===== src/hdl/cam_edge_pkg.sv =====
// Frame and raster sizes, lane count and edge threshold
// Address, pixel and gray types, mode state enum
`default_nettype none

package cam_edge_pkg;

    // Image size
    localparam int FRAME_W      = 16;
    localparam int FRAME_H      = 12;
    localparam int FRAME_PIXELS = FRAME_W * FRAME_H;

    // Sobel lanes per batch, FRAME_W is a multiple of this
    localparam int LANES = 4;

    // Horizontal raster in clocks
    localparam int H_ACTIVE = 16;
    localparam int H_FRONT  = 2;
    localparam int H_SYNC   = 4;
    localparam int H_BACK   = 2;

    // Vertical raster in lines
    localparam int V_ACTIVE = 12;
    localparam int V_FRONT  = 1;
    localparam int V_SYNC   = 2;
    localparam int V_BACK   = 1;

    // Minimum |gx| + |gy| for an edge
    localparam int EDGE_THRESHOLD = 64;

    typedef logic [7:0]  pix_addr_t;
    typedef logic [11:0] rgb444_t;
    // r + 2g + b, max 60
    typedef logic [5:0]  gray_t;

    typedef enum logic [1:0] {
        S_SHOW_LIVE,
        S_WAIT_FRAME,
        S_EDGE_RUN,
        S_SHOW_EDGE
    } cam_mode_e;

endpackage

`default_nettype wire


===== src/hdl/sobel_window_if.sv =====
// Window batch from the feeder to the Sobel lanes and the edge writer
`default_nettype none

interface sobel_window_if;
    logic       win_valid;
    logic [3:0] row_y;
    logic [3:0] base_x;
    logic       last;
    // Rows row_y-1..row_y+1, columns base_x-1..base_x+LANES
    cam_edge_pkg::gray_t [2:0][cam_edge_pkg::LANES+1:0] gray;

    modport feeder (output win_valid, row_y, base_x, last, gray);
    modport lane   (input win_valid, row_y, base_x, last, gray);
    modport writer (input win_valid, row_y, base_x, last);
endinterface

`default_nettype wire


===== src/hdl/cam_edge_top.sv =====
// Camera to VGA edge detection top level
// Mode FSM, frame buffer port multiplexing and all instances
`default_nettype none

module cam_edge_top (
    input  logic       clk_25_vga,
    input  logic       reset_global,
    input  logic       edge_mode,
    input  logic       cam_vsync,
    input  logic       cam_href,
    input  logic [7:0] cam_data,
    output logic       vga_hsync,
    output logic       vga_vsync,
    output logic       vga_blank_n,
    output logic [7:0] vga_r,
    output logic [7:0] vga_g,
    output logic [7:0] vga_b,
    output logic       edge_busy,
    output logic       frame_done
);
    cam_edge_pkg::cam_mode_e        state;
    cam_edge_pkg::cam_mode_e        state_next;
    logic                           feed_start;
    logic                           disp_fb2_q;

    logic                           cap_wr_en;
    cam_edge_pkg::pix_addr_t        cap_wr_addr;
    cam_edge_pkg::rgb444_t          cap_wr_data;

    logic                           fb1_wr_en;
    cam_edge_pkg::pix_addr_t        fb1_rd_addr;
    cam_edge_pkg::rgb444_t          fb1_rd_data;
    cam_edge_pkg::rgb444_t          fb2_rd_data;
    cam_edge_pkg::rgb444_t          disp_data;

    cam_edge_pkg::pix_addr_t        feed_rd_addr;
    cam_edge_pkg::pix_addr_t        vga_rd_addr;
    logic [cam_edge_pkg::LANES-1:0] edge_bits;
    logic                           ew_wr_en;
    cam_edge_pkg::pix_addr_t        ew_wr_addr;
    cam_edge_pkg::rgb444_t          ew_wr_data;
    logic                           pass_done;

    sobel_window_if win_if ();

    always_comb begin
        state_next = state;
        if (!edge_mode) begin
            state_next = cam_edge_pkg::S_SHOW_LIVE;
        end else begin
            case (state)
                cam_edge_pkg::S_SHOW_LIVE:  state_next = cam_edge_pkg::S_WAIT_FRAME;
                cam_edge_pkg::S_WAIT_FRAME: if (frame_done) state_next = cam_edge_pkg::S_EDGE_RUN;
                cam_edge_pkg::S_EDGE_RUN:   if (pass_done) state_next = cam_edge_pkg::S_SHOW_EDGE;
                cam_edge_pkg::S_SHOW_EDGE:  if (frame_done) state_next = cam_edge_pkg::S_WAIT_FRAME;
                default:                    state_next = cam_edge_pkg::S_SHOW_LIVE;
            endcase
        end
    end

    always_ff @(posedge clk_25_vga or posedge reset_global) begin
        if (reset_global) begin
            state      <= cam_edge_pkg::S_SHOW_LIVE;
            feed_start <= 1'b0;
            disp_fb2_q <= 1'b0;
        end else begin
            state      <= state_next;
            feed_start <= state_next == cam_edge_pkg::S_EDGE_RUN
                          && state != cam_edge_pkg::S_EDGE_RUN;
            // Select follows the RAM read latency
            disp_fb2_q <= state == cam_edge_pkg::S_EDGE_RUN
                          || state == cam_edge_pkg::S_SHOW_EDGE;
        end
    end

    assign edge_busy = state == cam_edge_pkg::S_EDGE_RUN;

    // Feeder owns buffer 1 during an edge pass, capture is held off
    assign fb1_wr_en   = cap_wr_en && state != cam_edge_pkg::S_EDGE_RUN;
    assign fb1_rd_addr = (state == cam_edge_pkg::S_EDGE_RUN) ? feed_rd_addr : vga_rd_addr;
    assign disp_data   = disp_fb2_q ? fb2_rd_data : fb1_rd_data;

    pixel_capture u_capture (
        .clk_25_vga   (clk_25_vga),
        .reset_global (reset_global),
        .cam_vsync    (cam_vsync),
        .cam_href     (cam_href),
        .cam_data     (cam_data),
        .wr_en        (cap_wr_en),
        .wr_addr      (cap_wr_addr),
        .wr_data      (cap_wr_data),
        .frame_done   (frame_done)
    );

    frame_buffer u_fb1 (
        .clk_25_vga (clk_25_vga),
        .wr_en      (fb1_wr_en),
        .wr_addr    (cap_wr_addr),
        .wr_data    (cap_wr_data),
        .rd_addr    (fb1_rd_addr),
        .rd_data    (fb1_rd_data)
    );

    frame_buffer u_fb2 (
        .clk_25_vga (clk_25_vga),
        .wr_en      (ew_wr_en),
        .wr_addr    (ew_wr_addr),
        .wr_data    (ew_wr_data),
        .rd_addr    (vga_rd_addr),
        .rd_data    (fb2_rd_data)
    );

    sobel_window_feeder u_feeder (
        .clk_25_vga   (clk_25_vga),
        .reset_global (reset_global),
        .start        (feed_start),
        .rd_addr      (feed_rd_addr),
        .rd_data      (fb1_rd_data),
        .win          (win_if)
    );

    for (genvar i = 0; i < cam_edge_pkg::LANES; i++) begin : g_lane
        sobel_lane #(
            .LANE_INDEX (i)
        ) u_lane (
            .clk_25_vga   (clk_25_vga),
            .reset_global (reset_global),
            .win          (win_if),
            .edge_bit     (edge_bits[i])
        );
    end

    edge_writer u_writer (
        .clk_25_vga   (clk_25_vga),
        .reset_global (reset_global),
        .win          (win_if),
        .edge_bits    (edge_bits),
        .wr_en        (ew_wr_en),
        .wr_addr      (ew_wr_addr),
        .wr_data      (ew_wr_data),
        .pass_done    (pass_done)
    );

    vga_scan u_vga (
        .clk_25_vga   (clk_25_vga),
        .reset_global (reset_global),
        .rd_data      (disp_data),
        .rd_addr      (vga_rd_addr),
        .vga_hsync    (vga_hsync),
        .vga_vsync    (vga_vsync),
        .vga_blank_n  (vga_blank_n),
        .vga_r        (vga_r),
        .vga_g        (vga_g),
        .vga_b        (vga_b)
    );
endmodule

`default_nettype wire


===== src/hdl/edge_writer.sv =====
// Serializes the lane edge bits into frame buffer 2, pass-done pulse
`default_nettype none

module edge_writer (
    input  logic                           clk_25_vga,
    input  logic                           reset_global,
    sobel_window_if.writer                 win,
    input  logic [cam_edge_pkg::LANES-1:0] edge_bits,
    output logic                           wr_en,
    output cam_edge_pkg::pix_addr_t        wr_addr,
    output cam_edge_pkg::rgb444_t          wr_data,
    output logic                           pass_done
);
    logic                                   valid_q;
    logic                                   busy;
    logic [$clog2(cam_edge_pkg::LANES)-1:0] k;
    logic [cam_edge_pkg::LANES-1:0]         bits_q;
    cam_edge_pkg::pix_addr_t                base_q;
    logic                                   last_q;

    // Lane k written k+1 cycles after the lane outputs
    assign wr_en   = busy;
    assign wr_addr = base_q + cam_edge_pkg::pix_addr_t'(k);
    assign wr_data = bits_q[k] ? 12'hfff : 12'h000;

    always_ff @(posedge clk_25_vga or posedge reset_global) begin
        if (reset_global) begin
            valid_q   <= 1'b0;
            busy      <= 1'b0;
            k         <= '0;
            pass_done <= 1'b0;
        end else begin
            valid_q   <= win.win_valid;
            pass_done <= 1'b0;
            if (valid_q) begin
                busy <= 1'b1;
                k    <= '0;
            end else if (busy) begin
                k <= k + 1'b1;
                if (k == $bits(k)'(cam_edge_pkg::LANES - 1)) begin
                    busy      <= 1'b0;
                    pass_done <= last_q;
                end
            end
        end
    end

    // Batch position still stable one cycle after win_valid
    always_ff @(posedge clk_25_vga) begin
        if (valid_q) begin
            bits_q <= edge_bits;
            base_q <= cam_edge_pkg::pix_addr_t'(win.row_y * cam_edge_pkg::FRAME_W + win.base_x);
            last_q <= win.last;
        end
    end
endmodule

`default_nettype wire


===== src/hdl/frame_buffer.sv =====
// Dual-port pixel RAM, one write port and one registered read port
`default_nettype none

module frame_buffer (
    input  logic                    clk_25_vga,
    input  logic                    wr_en,
    input  cam_edge_pkg::pix_addr_t wr_addr,
    input  cam_edge_pkg::rgb444_t   wr_data,
    input  cam_edge_pkg::pix_addr_t rd_addr,
    output cam_edge_pkg::rgb444_t   rd_data
);
    cam_edge_pkg::rgb444_t mem [cam_edge_pkg::FRAME_PIXELS];

    always_ff @(posedge clk_25_vga) begin
        if (wr_en) begin
            mem[wr_addr] <= wr_data;
        end
        rd_data <= mem[rd_addr];
    end
endmodule

`default_nettype wire


===== src/hdl/pixel_capture.sv =====
// Camera byte pair to RGB444 pixel capture
// Frame-relative write address and frame-done pulse
`default_nettype none

module pixel_capture (
    input  logic                    clk_25_vga,
    input  logic                    reset_global,
    input  logic                    cam_vsync,
    input  logic                    cam_href,
    input  logic [7:0]              cam_data,
    output logic                    wr_en,
    output cam_edge_pkg::pix_addr_t wr_addr,
    output cam_edge_pkg::rgb444_t   wr_data,
    output logic                    frame_done
);
    logic                    vsync_q;
    logic                    href_q;
    logic                    byte_phase;
    logic [3:0]              red_q;
    cam_edge_pkg::pix_addr_t addr;

    always_ff @(posedge clk_25_vga or posedge reset_global) begin
        if (reset_global) begin
            vsync_q    <= 1'b0;
            href_q     <= 1'b0;
            byte_phase <= 1'b0;
            addr       <= '0;
            wr_en      <= 1'b0;
            frame_done <= 1'b0;
        end else begin
            vsync_q    <= cam_vsync;
            href_q     <= cam_href;
            wr_en      <= 1'b0;
            // Row end after the last pixel of the frame
            frame_done <= href_q && !cam_href
                          && addr == cam_edge_pkg::pix_addr_t'(cam_edge_pkg::FRAME_PIXELS);
            if (cam_vsync && !vsync_q) begin
                addr       <= '0;
                byte_phase <= 1'b0;
            end else if (cam_href) begin
                byte_phase <= ~byte_phase;
                if (byte_phase) begin
                    wr_en <= 1'b1;
                    addr  <= addr + 8'd1;
                end
            end else begin
                byte_phase <= 1'b0;
            end
        end
    end

    // First byte carries red, second green and blue
    always_ff @(posedge clk_25_vga) begin
        if (cam_href && !byte_phase) begin
            red_q <= cam_data[3:0];
        end
        wr_addr <= addr;
        wr_data <= {red_q, cam_data};
    end
endmodule

`default_nettype wire


===== src/hdl/sobel_lane.sv =====
// One Sobel lane, gradient magnitude threshold with border suppression
`default_nettype none

module sobel_lane #(
    parameter int LANE_INDEX = 0
) (
    input  logic         clk_25_vga,
    input  logic         reset_global,
    sobel_window_if.lane win,
    output logic         edge_bit
);
    logic signed [9:0] p [3][3];
    logic signed [9:0] gx;
    logic signed [9:0] gy;
    logic [9:0]        mag;
    logic [3:0]        col_x;
    logic              border;

    always_comb begin
        for (int r = 0; r < 3; r++) begin
            for (int c = 0; c < 3; c++) begin
                p[r][c] = $signed({4'b0, win.gray[r][LANE_INDEX + c]});
            end
        end
        gx  = (p[0][2] + (p[1][2] <<< 1) + p[2][2]) - (p[0][0] + (p[1][0] <<< 1) + p[2][0]);
        gy  = (p[2][0] + (p[2][1] <<< 1) + p[2][2]) - (p[0][0] + (p[0][1] <<< 1) + p[0][2]);
        mag = (gx[9] ? 10'(-gx) : 10'(gx)) + (gy[9] ? 10'(-gy) : 10'(gy));
    end

    // No full window on the outer ring of the frame
    assign col_x  = win.base_x + 4'(LANE_INDEX);
    assign border = col_x == 4'd0 || col_x == 4'(cam_edge_pkg::FRAME_W - 1)
                    || win.row_y == 4'd0 || win.row_y == 4'(cam_edge_pkg::FRAME_H - 1);

    always_ff @(posedge clk_25_vga or posedge reset_global) begin
        if (reset_global) begin
            edge_bit <= 1'b0;
        end else if (win.win_valid) begin
            edge_bit <= !border && mag >= 10'(cam_edge_pkg::EDGE_THRESHOLD);
        end
    end
endmodule

`default_nettype wire


===== src/hdl/sobel_window_feeder.sv =====
// Frame buffer walk in four-column groups with gray conversion
// Fills the 3x6 window and strobes one batch per group
`default_nettype none

module sobel_window_feeder (
    input  logic                    clk_25_vga,
    input  logic                    reset_global,
    input  logic                    start,
    output cam_edge_pkg::pix_addr_t rd_addr,
    input  cam_edge_pkg::rgb444_t   rd_data,
    sobel_window_if.feeder          win
);
    logic                                           active;
    logic [4:0]                                     cnt;
    logic [1:0]                                     rd_r;
    logic [$clog2(cam_edge_pkg::LANES+2)-1:0]       rd_c;
    logic [3:0]                                     cur_row;
    logic [3:0]                                     cur_base;
    logic [5:0]                                     cell_y;
    logic [5:0]                                     cell_x;
    logic                                           cell_ok;
    logic                                           batch_end;
    logic                                           st_vld;
    logic                                           st_ok;
    logic [1:0]                                     st_r;
    logic [$clog2(cam_edge_pkg::LANES+2)-1:0]       st_c;

    function automatic cam_edge_pkg::gray_t to_gray(input cam_edge_pkg::rgb444_t px);
        return {2'b0, px[11:8]} + {1'b0, px[7:4], 1'b0} + {2'b0, px[3:0]};
    endfunction

    // Cell coordinates carried with a +1 offset so that -1 stays unsigned
    assign cell_y  = {2'b0, cur_row} + 6'(rd_r);
    assign cell_x  = {2'b0, cur_base} + 6'(rd_c);
    assign cell_ok = cell_y != 6'd0 && cell_y <= 6'(cam_edge_pkg::FRAME_H)
                     && cell_x != 6'd0 && cell_x <= 6'(cam_edge_pkg::FRAME_W);
    assign rd_addr = cam_edge_pkg::pix_addr_t'((cell_y - 6'd1) * cam_edge_pkg::FRAME_W
                                               + (cell_x - 6'd1));

    // 18 read cycles, the last data returns on the 19th
    assign batch_end = active && cnt == 5'(3 * (cam_edge_pkg::LANES + 2));

    always_ff @(posedge clk_25_vga or posedge reset_global) begin
        if (reset_global) begin
            active        <= 1'b0;
            cnt           <= '0;
            rd_r          <= '0;
            rd_c          <= '0;
            cur_row       <= '0;
            cur_base      <= '0;
            st_vld        <= 1'b0;
            win.win_valid <= 1'b0;
        end else begin
            win.win_valid <= batch_end;
            st_vld        <= active && !batch_end;
            if (start) begin
                active   <= 1'b1;
                cnt      <= '0;
                rd_r     <= '0;
                rd_c     <= '0;
                cur_row  <= '0;
                cur_base <= '0;
            end else if (batch_end) begin
                cnt  <= '0;
                rd_r <= '0;
                rd_c <= '0;
                if (cur_base == 4'(cam_edge_pkg::FRAME_W - cam_edge_pkg::LANES)) begin
                    cur_base <= '0;
                    if (cur_row == 4'(cam_edge_pkg::FRAME_H - 1)) begin
                        active <= 1'b0;
                    end else begin
                        cur_row <= cur_row + 4'd1;
                    end
                end else begin
                    cur_base <= cur_base + 4'(cam_edge_pkg::LANES);
                end
            end else if (active) begin
                cnt <= cnt + 5'd1;
                if (rd_c == $bits(rd_c)'(cam_edge_pkg::LANES + 1)) begin
                    rd_c <= '0;
                    rd_r <= rd_r + 2'd1;
                end else begin
                    rd_c <= rd_c + 1'b1;
                end
            end
        end
    end

    // Cells outside the frame read as zero
    always_ff @(posedge clk_25_vga) begin
        st_r  <= rd_r;
        st_c  <= rd_c;
        st_ok <= cell_ok;
        if (st_vld) begin
            win.gray[st_r][st_c] <= st_ok ? to_gray(rd_data) : '0;
        end
        if (batch_end) begin
            win.row_y  <= cur_row;
            win.base_x <= cur_base;
            win.last   <= cur_row == 4'(cam_edge_pkg::FRAME_H - 1)
                          && cur_base == 4'(cam_edge_pkg::FRAME_W - cam_edge_pkg::LANES);
        end
    end
endmodule

`default_nettype wire


===== src/hdl/vga_scan.sv =====
// Raster counters, active-low syncs, read address and RGB output
`default_nettype none

module vga_scan (
    input  logic                    clk_25_vga,
    input  logic                    reset_global,
    input  cam_edge_pkg::rgb444_t   rd_data,
    output cam_edge_pkg::pix_addr_t rd_addr,
    output logic                    vga_hsync,
    output logic                    vga_vsync,
    output logic                    vga_blank_n,
    output logic [7:0]              vga_r,
    output logic [7:0]              vga_g,
    output logic [7:0]              vga_b
);
    logic [4:0] h_cnt;
    logic [4:0] v_cnt;
    logic       active;
    logic       hsync_c;
    logic       vsync_c;
    logic       active_q;
    logic       hsync_q;
    logic       vsync_q;

    assign active  = h_cnt < 5'(cam_edge_pkg::H_ACTIVE) && v_cnt < 5'(cam_edge_pkg::V_ACTIVE);
    assign hsync_c = h_cnt >= 5'(cam_edge_pkg::H_ACTIVE + cam_edge_pkg::H_FRONT)
                     && h_cnt < 5'(cam_edge_pkg::H_ACTIVE + cam_edge_pkg::H_FRONT
                                   + cam_edge_pkg::H_SYNC);
    assign vsync_c = v_cnt >= 5'(cam_edge_pkg::V_ACTIVE + cam_edge_pkg::V_FRONT)
                     && v_cnt < 5'(cam_edge_pkg::V_ACTIVE + cam_edge_pkg::V_FRONT
                                   + cam_edge_pkg::V_SYNC);
    assign rd_addr = active ? cam_edge_pkg::pix_addr_t'(v_cnt * cam_edge_pkg::FRAME_W + h_cnt)
                            : '0;

    always_ff @(posedge clk_25_vga or posedge reset_global) begin
        if (reset_global) begin
            h_cnt       <= '0;
            v_cnt       <= '0;
            active_q    <= 1'b0;
            hsync_q     <= 1'b0;
            vsync_q     <= 1'b0;
            vga_hsync   <= 1'b1;
            vga_vsync   <= 1'b1;
            vga_blank_n <= 1'b0;
            vga_r       <= '0;
            vga_g       <= '0;
            vga_b       <= '0;
        end else begin
            if (h_cnt == 5'(cam_edge_pkg::H_ACTIVE + cam_edge_pkg::H_FRONT
                            + cam_edge_pkg::H_SYNC + cam_edge_pkg::H_BACK - 1)) begin
                h_cnt <= '0;
                if (v_cnt == 5'(cam_edge_pkg::V_ACTIVE + cam_edge_pkg::V_FRONT
                                + cam_edge_pkg::V_SYNC + cam_edge_pkg::V_BACK - 1)) begin
                    v_cnt <= '0;
                end else begin
                    v_cnt <= v_cnt + 5'd1;
                end
            end else begin
                h_cnt <= h_cnt + 5'd1;
            end
            // First stage matches the RAM read latency
            active_q    <= active;
            hsync_q     <= hsync_c;
            vsync_q     <= vsync_c;
            vga_hsync   <= !hsync_q;
            vga_vsync   <= !vsync_q;
            vga_blank_n <= active_q;
            vga_r       <= active_q ? {rd_data[11:8], rd_data[11:8]} : 8'h00;
            vga_g       <= active_q ? {rd_data[7:4], rd_data[7:4]} : 8'h00;
            vga_b       <= active_q ? {rd_data[3:0], rd_data[3:0]} : 8'h00;
        end
    end
endmodule

`default_nettype wire


===== config.mk =====
export PLATFORM = sky130hd
export DESIGN_NAME = cam_edge_top
export DESIGN_NICKNAME = d
export VERILOG_FILES = /design/src/hdl/cam_edge_pkg.sv /design/src/hdl/sobel_window_if.sv /design/src/hdl/cam_edge_top.sv /design/src/hdl/edge_writer.sv /design/src/hdl/frame_buffer.sv /design/src/hdl/pixel_capture.sv /design/src/hdl/sobel_lane.sv /design/src/hdl/sobel_window_feeder.sv /design/src/hdl/vga_scan.sv
export SDC_FILE = /design/constraint.sdc
export NUM_CORES = 2
export LEC_CHECK = 0
export ABC_AREA = 1
export BUFFER_PORTS_ARGS = -buffer_cell sky130_fd_sc_hd__buf_2
export CORE_MARGIN = 3
export CORE_UTILIZATION = 58
export DETAILED_ROUTE_END_ITERATION = 10
export PLACE_DENSITY = 0.81
export SYNTH_ARGS = -nofsm -noshare
export SYNTH_HDL_FRONTEND = slang
export SYNTH_MEMORY_MAX_BITS = 65536
export SYNTH_SLANG_ARGS = --single-unit

===== constraint.sdc =====
create_clock -name clk_25_vga -period 6.4 [get_ports clk_25_vga]
set_input_delay 1.92 -clock clk_25_vga [delete_from_list [all_inputs] [get_ports clk_25_vga]]
set_output_delay 1.92 -clock clk_25_vga [all_outputs]
set_load 0.05 [all_outputs]

==> results.ini <==
[place]
place_inst=14400
gp_congestion=0.938
dp_hpwl_mm=194
port_buffers=41

[layout]
area_growth_pct=9.08
post-route-util=0.640
layout_commonest_cell=nand2_1
drive_above_1_share=0.0621
multiInputGateArea_mm2=0.0366
regArea_mm2=0.0815
final_nets=12200
fin_cells=14900
fillers=15100
final_cell_mix=2647 x nand2_1, 2626 x edfxtp_1, 2225 x nand3_1

[sta]
fin_worst_hold_slack_ns=0.348
fmax_ghz=0.171
slew_viol_final=0
rsz0062_at_grt=no
worst_pin_slew_ns=1.43
max_slew_margin=0.0408
hold_violations=0
min_period_ns=5.84
fin_setup_tns_ns=0
final.period_utilization=0.912
fin_worst_skew_ns=0.0692
setup_viol=0

[synthesis]
ys_ff_latch=2738
ys_seq_area_frac=0.643
synth_top_family_by_area=simple AND/OR/NAND/NOR gates
synthesis.nets=12400
synth-simple-area-share=0.207
synth_edf_count=2626
synth_mux_area_frac=0
synthArstFlopShare=0.0267
synth_xor_area_frac=0.0116
synth_flop_cell=edfxtp_1
netlist_area_mm2=0.127
synth-compound-area-share=0.0283
synth_top_cell_by_area=edfxtp_1
synth_area_per_cell_um2=10.6
synth_top_area_share=0.623
postSynthCellCount=12000
yosys-top-cells-area=edfxtp_1 62%, nand3_1 8.8%, nand2_1 7.9%, inv_1 4.5%, ha_1 2.6%
ys_types=50
synth_fa_ha_area_frac=0.0411
synth_warnings=0

[outcome]
status=complete, no violations

[power]
power.share.switching=0.333
combPwrFrac=0.334
p_leak_nw=54.1
power.internal_mw=36.2
cellPowerDensity_mw_per_mm2=394
seqPwrFrac=0.376
p_switching_mw=18.1
ir_drop_uv=886
pwr-share-clk=0.290

[global_route]
antenna_found_initial=14
grt_overflow=0
grt_pass1_wl_mm=504
grtUsageTotal=0.292
grt_pass1_vias=87100
grt_max_degree=193

[worst_setup_path]
cp-start-kind=flip-flop
worstPathMaxFanout=7
r2r_cells=36
cp_data_arrival_time_ns=6.64
cp_slowest_cell=fa_1
rrSetupSlack_ns=0.56
critPathMaxStageDelay_ns=0.47
r2r-start=u_feeder.win.gray[19]$_DFFE_PP_
cp-end-kind=flip-flop
path_class=flip-flop to flip-flop
crit_required_ns=7.20
reg2reg_to=g_lane[3].u_lane.edge_bit$_DFFE_PP0P_

[clocking]
root_buffer=clkbuf_16
htree_levels=5
clk_latency_ns=0.93
path_clk_slew_ns=0.06
cts_buffer_depth=4
cts_buffers=285
clock-sinks=2738
cts_tree=yes

[floorplanning]
die_h_um=473
start_util=0.586
rows=170
dieWidth_um=473
dieArea_mm2=0.224
core_area_mm2=0.216
pin_count=42

[route]
vias=90200
antenna_left=0
first_pass_iters=9
drc_errors=0
finalWirelength_mm=333
viasPerCell=6.05
wl_per_cell_um=22.3
drt-initial-drc-count=13300

[flow_run]
max-cap-violations=0

[worst_hold_path]
hp-class=flip-flop to flip-flop
hp-start=u_capture.red_q[1]$_DFFE_PP_
hold_path_depth=0
hold_path_end=u_capture.wr_data[9]$_DFF_P_

==> sequential cells by signal, indices dropped and copies added, names as in the netlist, 5 cells and up <==
signal             flops
u_feeder.win.gray    108
u_fb1.mem           2304
u_fb2.mem            192
u_vga.v_cnt            5
u_writer.base_q        6
u_capture.addr         8
u_fb1.rd_data         12
u_capture.wr_data     12
u_vga.h_cnt            5
u_feeder.cnt           5
u_capture.wr_addr      8
==> through the flow <==
stage / area (um2) / power (mW) / setup WS (ns)
floorplan: 127000 / 35.1 / 0.948
global placement: 129000 / 38.7 / 0.512
detailed placement: 129000 / 38.9 / 0.480
CTS: 138000 / 54.4 / 0.509
global route: 138000 / 57.8 / 0.0131
finish: 138000 / 54.4 / 0.564
==> cell families after synthesis <==
kind of cell / count (synthesis)
buffers and inverters: 2155
AOI/OAI and AO/OA: 628
adders and majority gates: 357
DFF: 2738
xor gates and xnor gates: 168
and+or+nand+nor: 5934
==> repair_timing <==
action                     CTS  global route
buffers inserted             0             1
hold buffers                 0             0
setup endpoints to repair    0             1
gates resized for setup      0             5
==> metal layers <==
| metal | wire (um) | vias up | global-route usage |
|---|---|---|---|
| li1 | - | 40200 | - |
| met1 | 119000 | 42800 | 0.379 |
| met2 | 155000 | 6090 | 0.465 |
| met3 | 39600 | 1149 | 0.0634 |
| met4 | 18400 | 6 | 0.148 |
| met5 | 51 | - | 0 |
==> synthesized netlist by cell type, types with 37 or more instances <==
cell and count:
nand2_1 2657, edfxtp_1 2626, nand3_1 2225, inv_1 1515
nor2_1 672, buf_2 323, o21ai_0 264, ha_1 259
clkbuf_1 237, nand3b_1 186, a21oi_1 158, o211ai_1 129
xor2_1 109, or2_2 100, fa_1 98, dfrtp_1 71
xnor2_1 59, nor3_1 43, dfxtp_1 39, buf_1 37
==> worst max path at each step <==
| stage | from | end | slack [ns] |
|---|---|---|---|
| 2_1_floorplan | u_feeder.win.gray[19]$_DFFE_PP_ | g_lane[3].u_lane.edge_bit$_DFFE_PP0P_ | 0.95 |
| 6_report | u_feeder.win.gray[19]$_DFFE_PP_ | g_lane[3].u_lane.edge_bit$_DFFE_PP0P_ | 0.56 |
| 5_1_grt | u_feeder.win.gray[19]$_DFFE_PP_ | g_lane[3].u_lane.edge_bit$_DFFE_PP0P_ | 0.01 |
| 3_5_place_dp | u_feeder.win.gray[19]$_DFFE_PP_ | g_lane[3].u_lane.edge_bit$_DFFE_PP0P_ | 0.48 |
| 3_3_place_gp | u_feeder.win.gray[19]$_DFFE_PP_ | g_lane[1].u_lane.edge_bit$_DFFE_PP0P_ | 0.51 |
| 4_1_cts | u_feeder.win.gray[19]$_DFFE_PP_ | g_lane[3].u_lane.edge_bit$_DFFE_PP0P_ | 0.51 |
==> worst max-delay path, delay by kind of cell, from the launching register on <==
| family | cells | cell delay, ns |
|---|---|---|
| xor+xnor | 1 | 0.24 |
| buf+inv | 6 | 0.52 |
| compound gates | 9 | 1.00 |
| simple gates | 14 | 1.55 |
| fa+ha+maj | 6 | 2.04 |
| flops | 1 | 0.39 |
==> power by group through the flow <==
stage / clock network, mW / logic, mW / registers (mW)
6_report: 15.8 / 18.1 / 20.5
5_1_grt: 16.5 / 20.8 / 20.5
4_1_cts: 15.8 / 18.2 / 20.5
3_5_place_dp: 0 / 18.0 / 20.8
3_3_place_gp: 0 / 17.9 / 20.8
2_1_floorplan: 0 / 14.2 / 20.8
==> final cells by class <==
cell class / count / area share
multi-input combinational: 7087 / 0.265
clock buffer: 353 / 0.0549
antenna: 18 / 0.000326
tap: 2838 / 0.0257
inverter: 1524 / 0.0415
clock inverter: 132 / 0.00791
timing repair buffer: 212 / 0.0141
sequential: 2738 / 0.590
(Power assumes the default switching activity.)
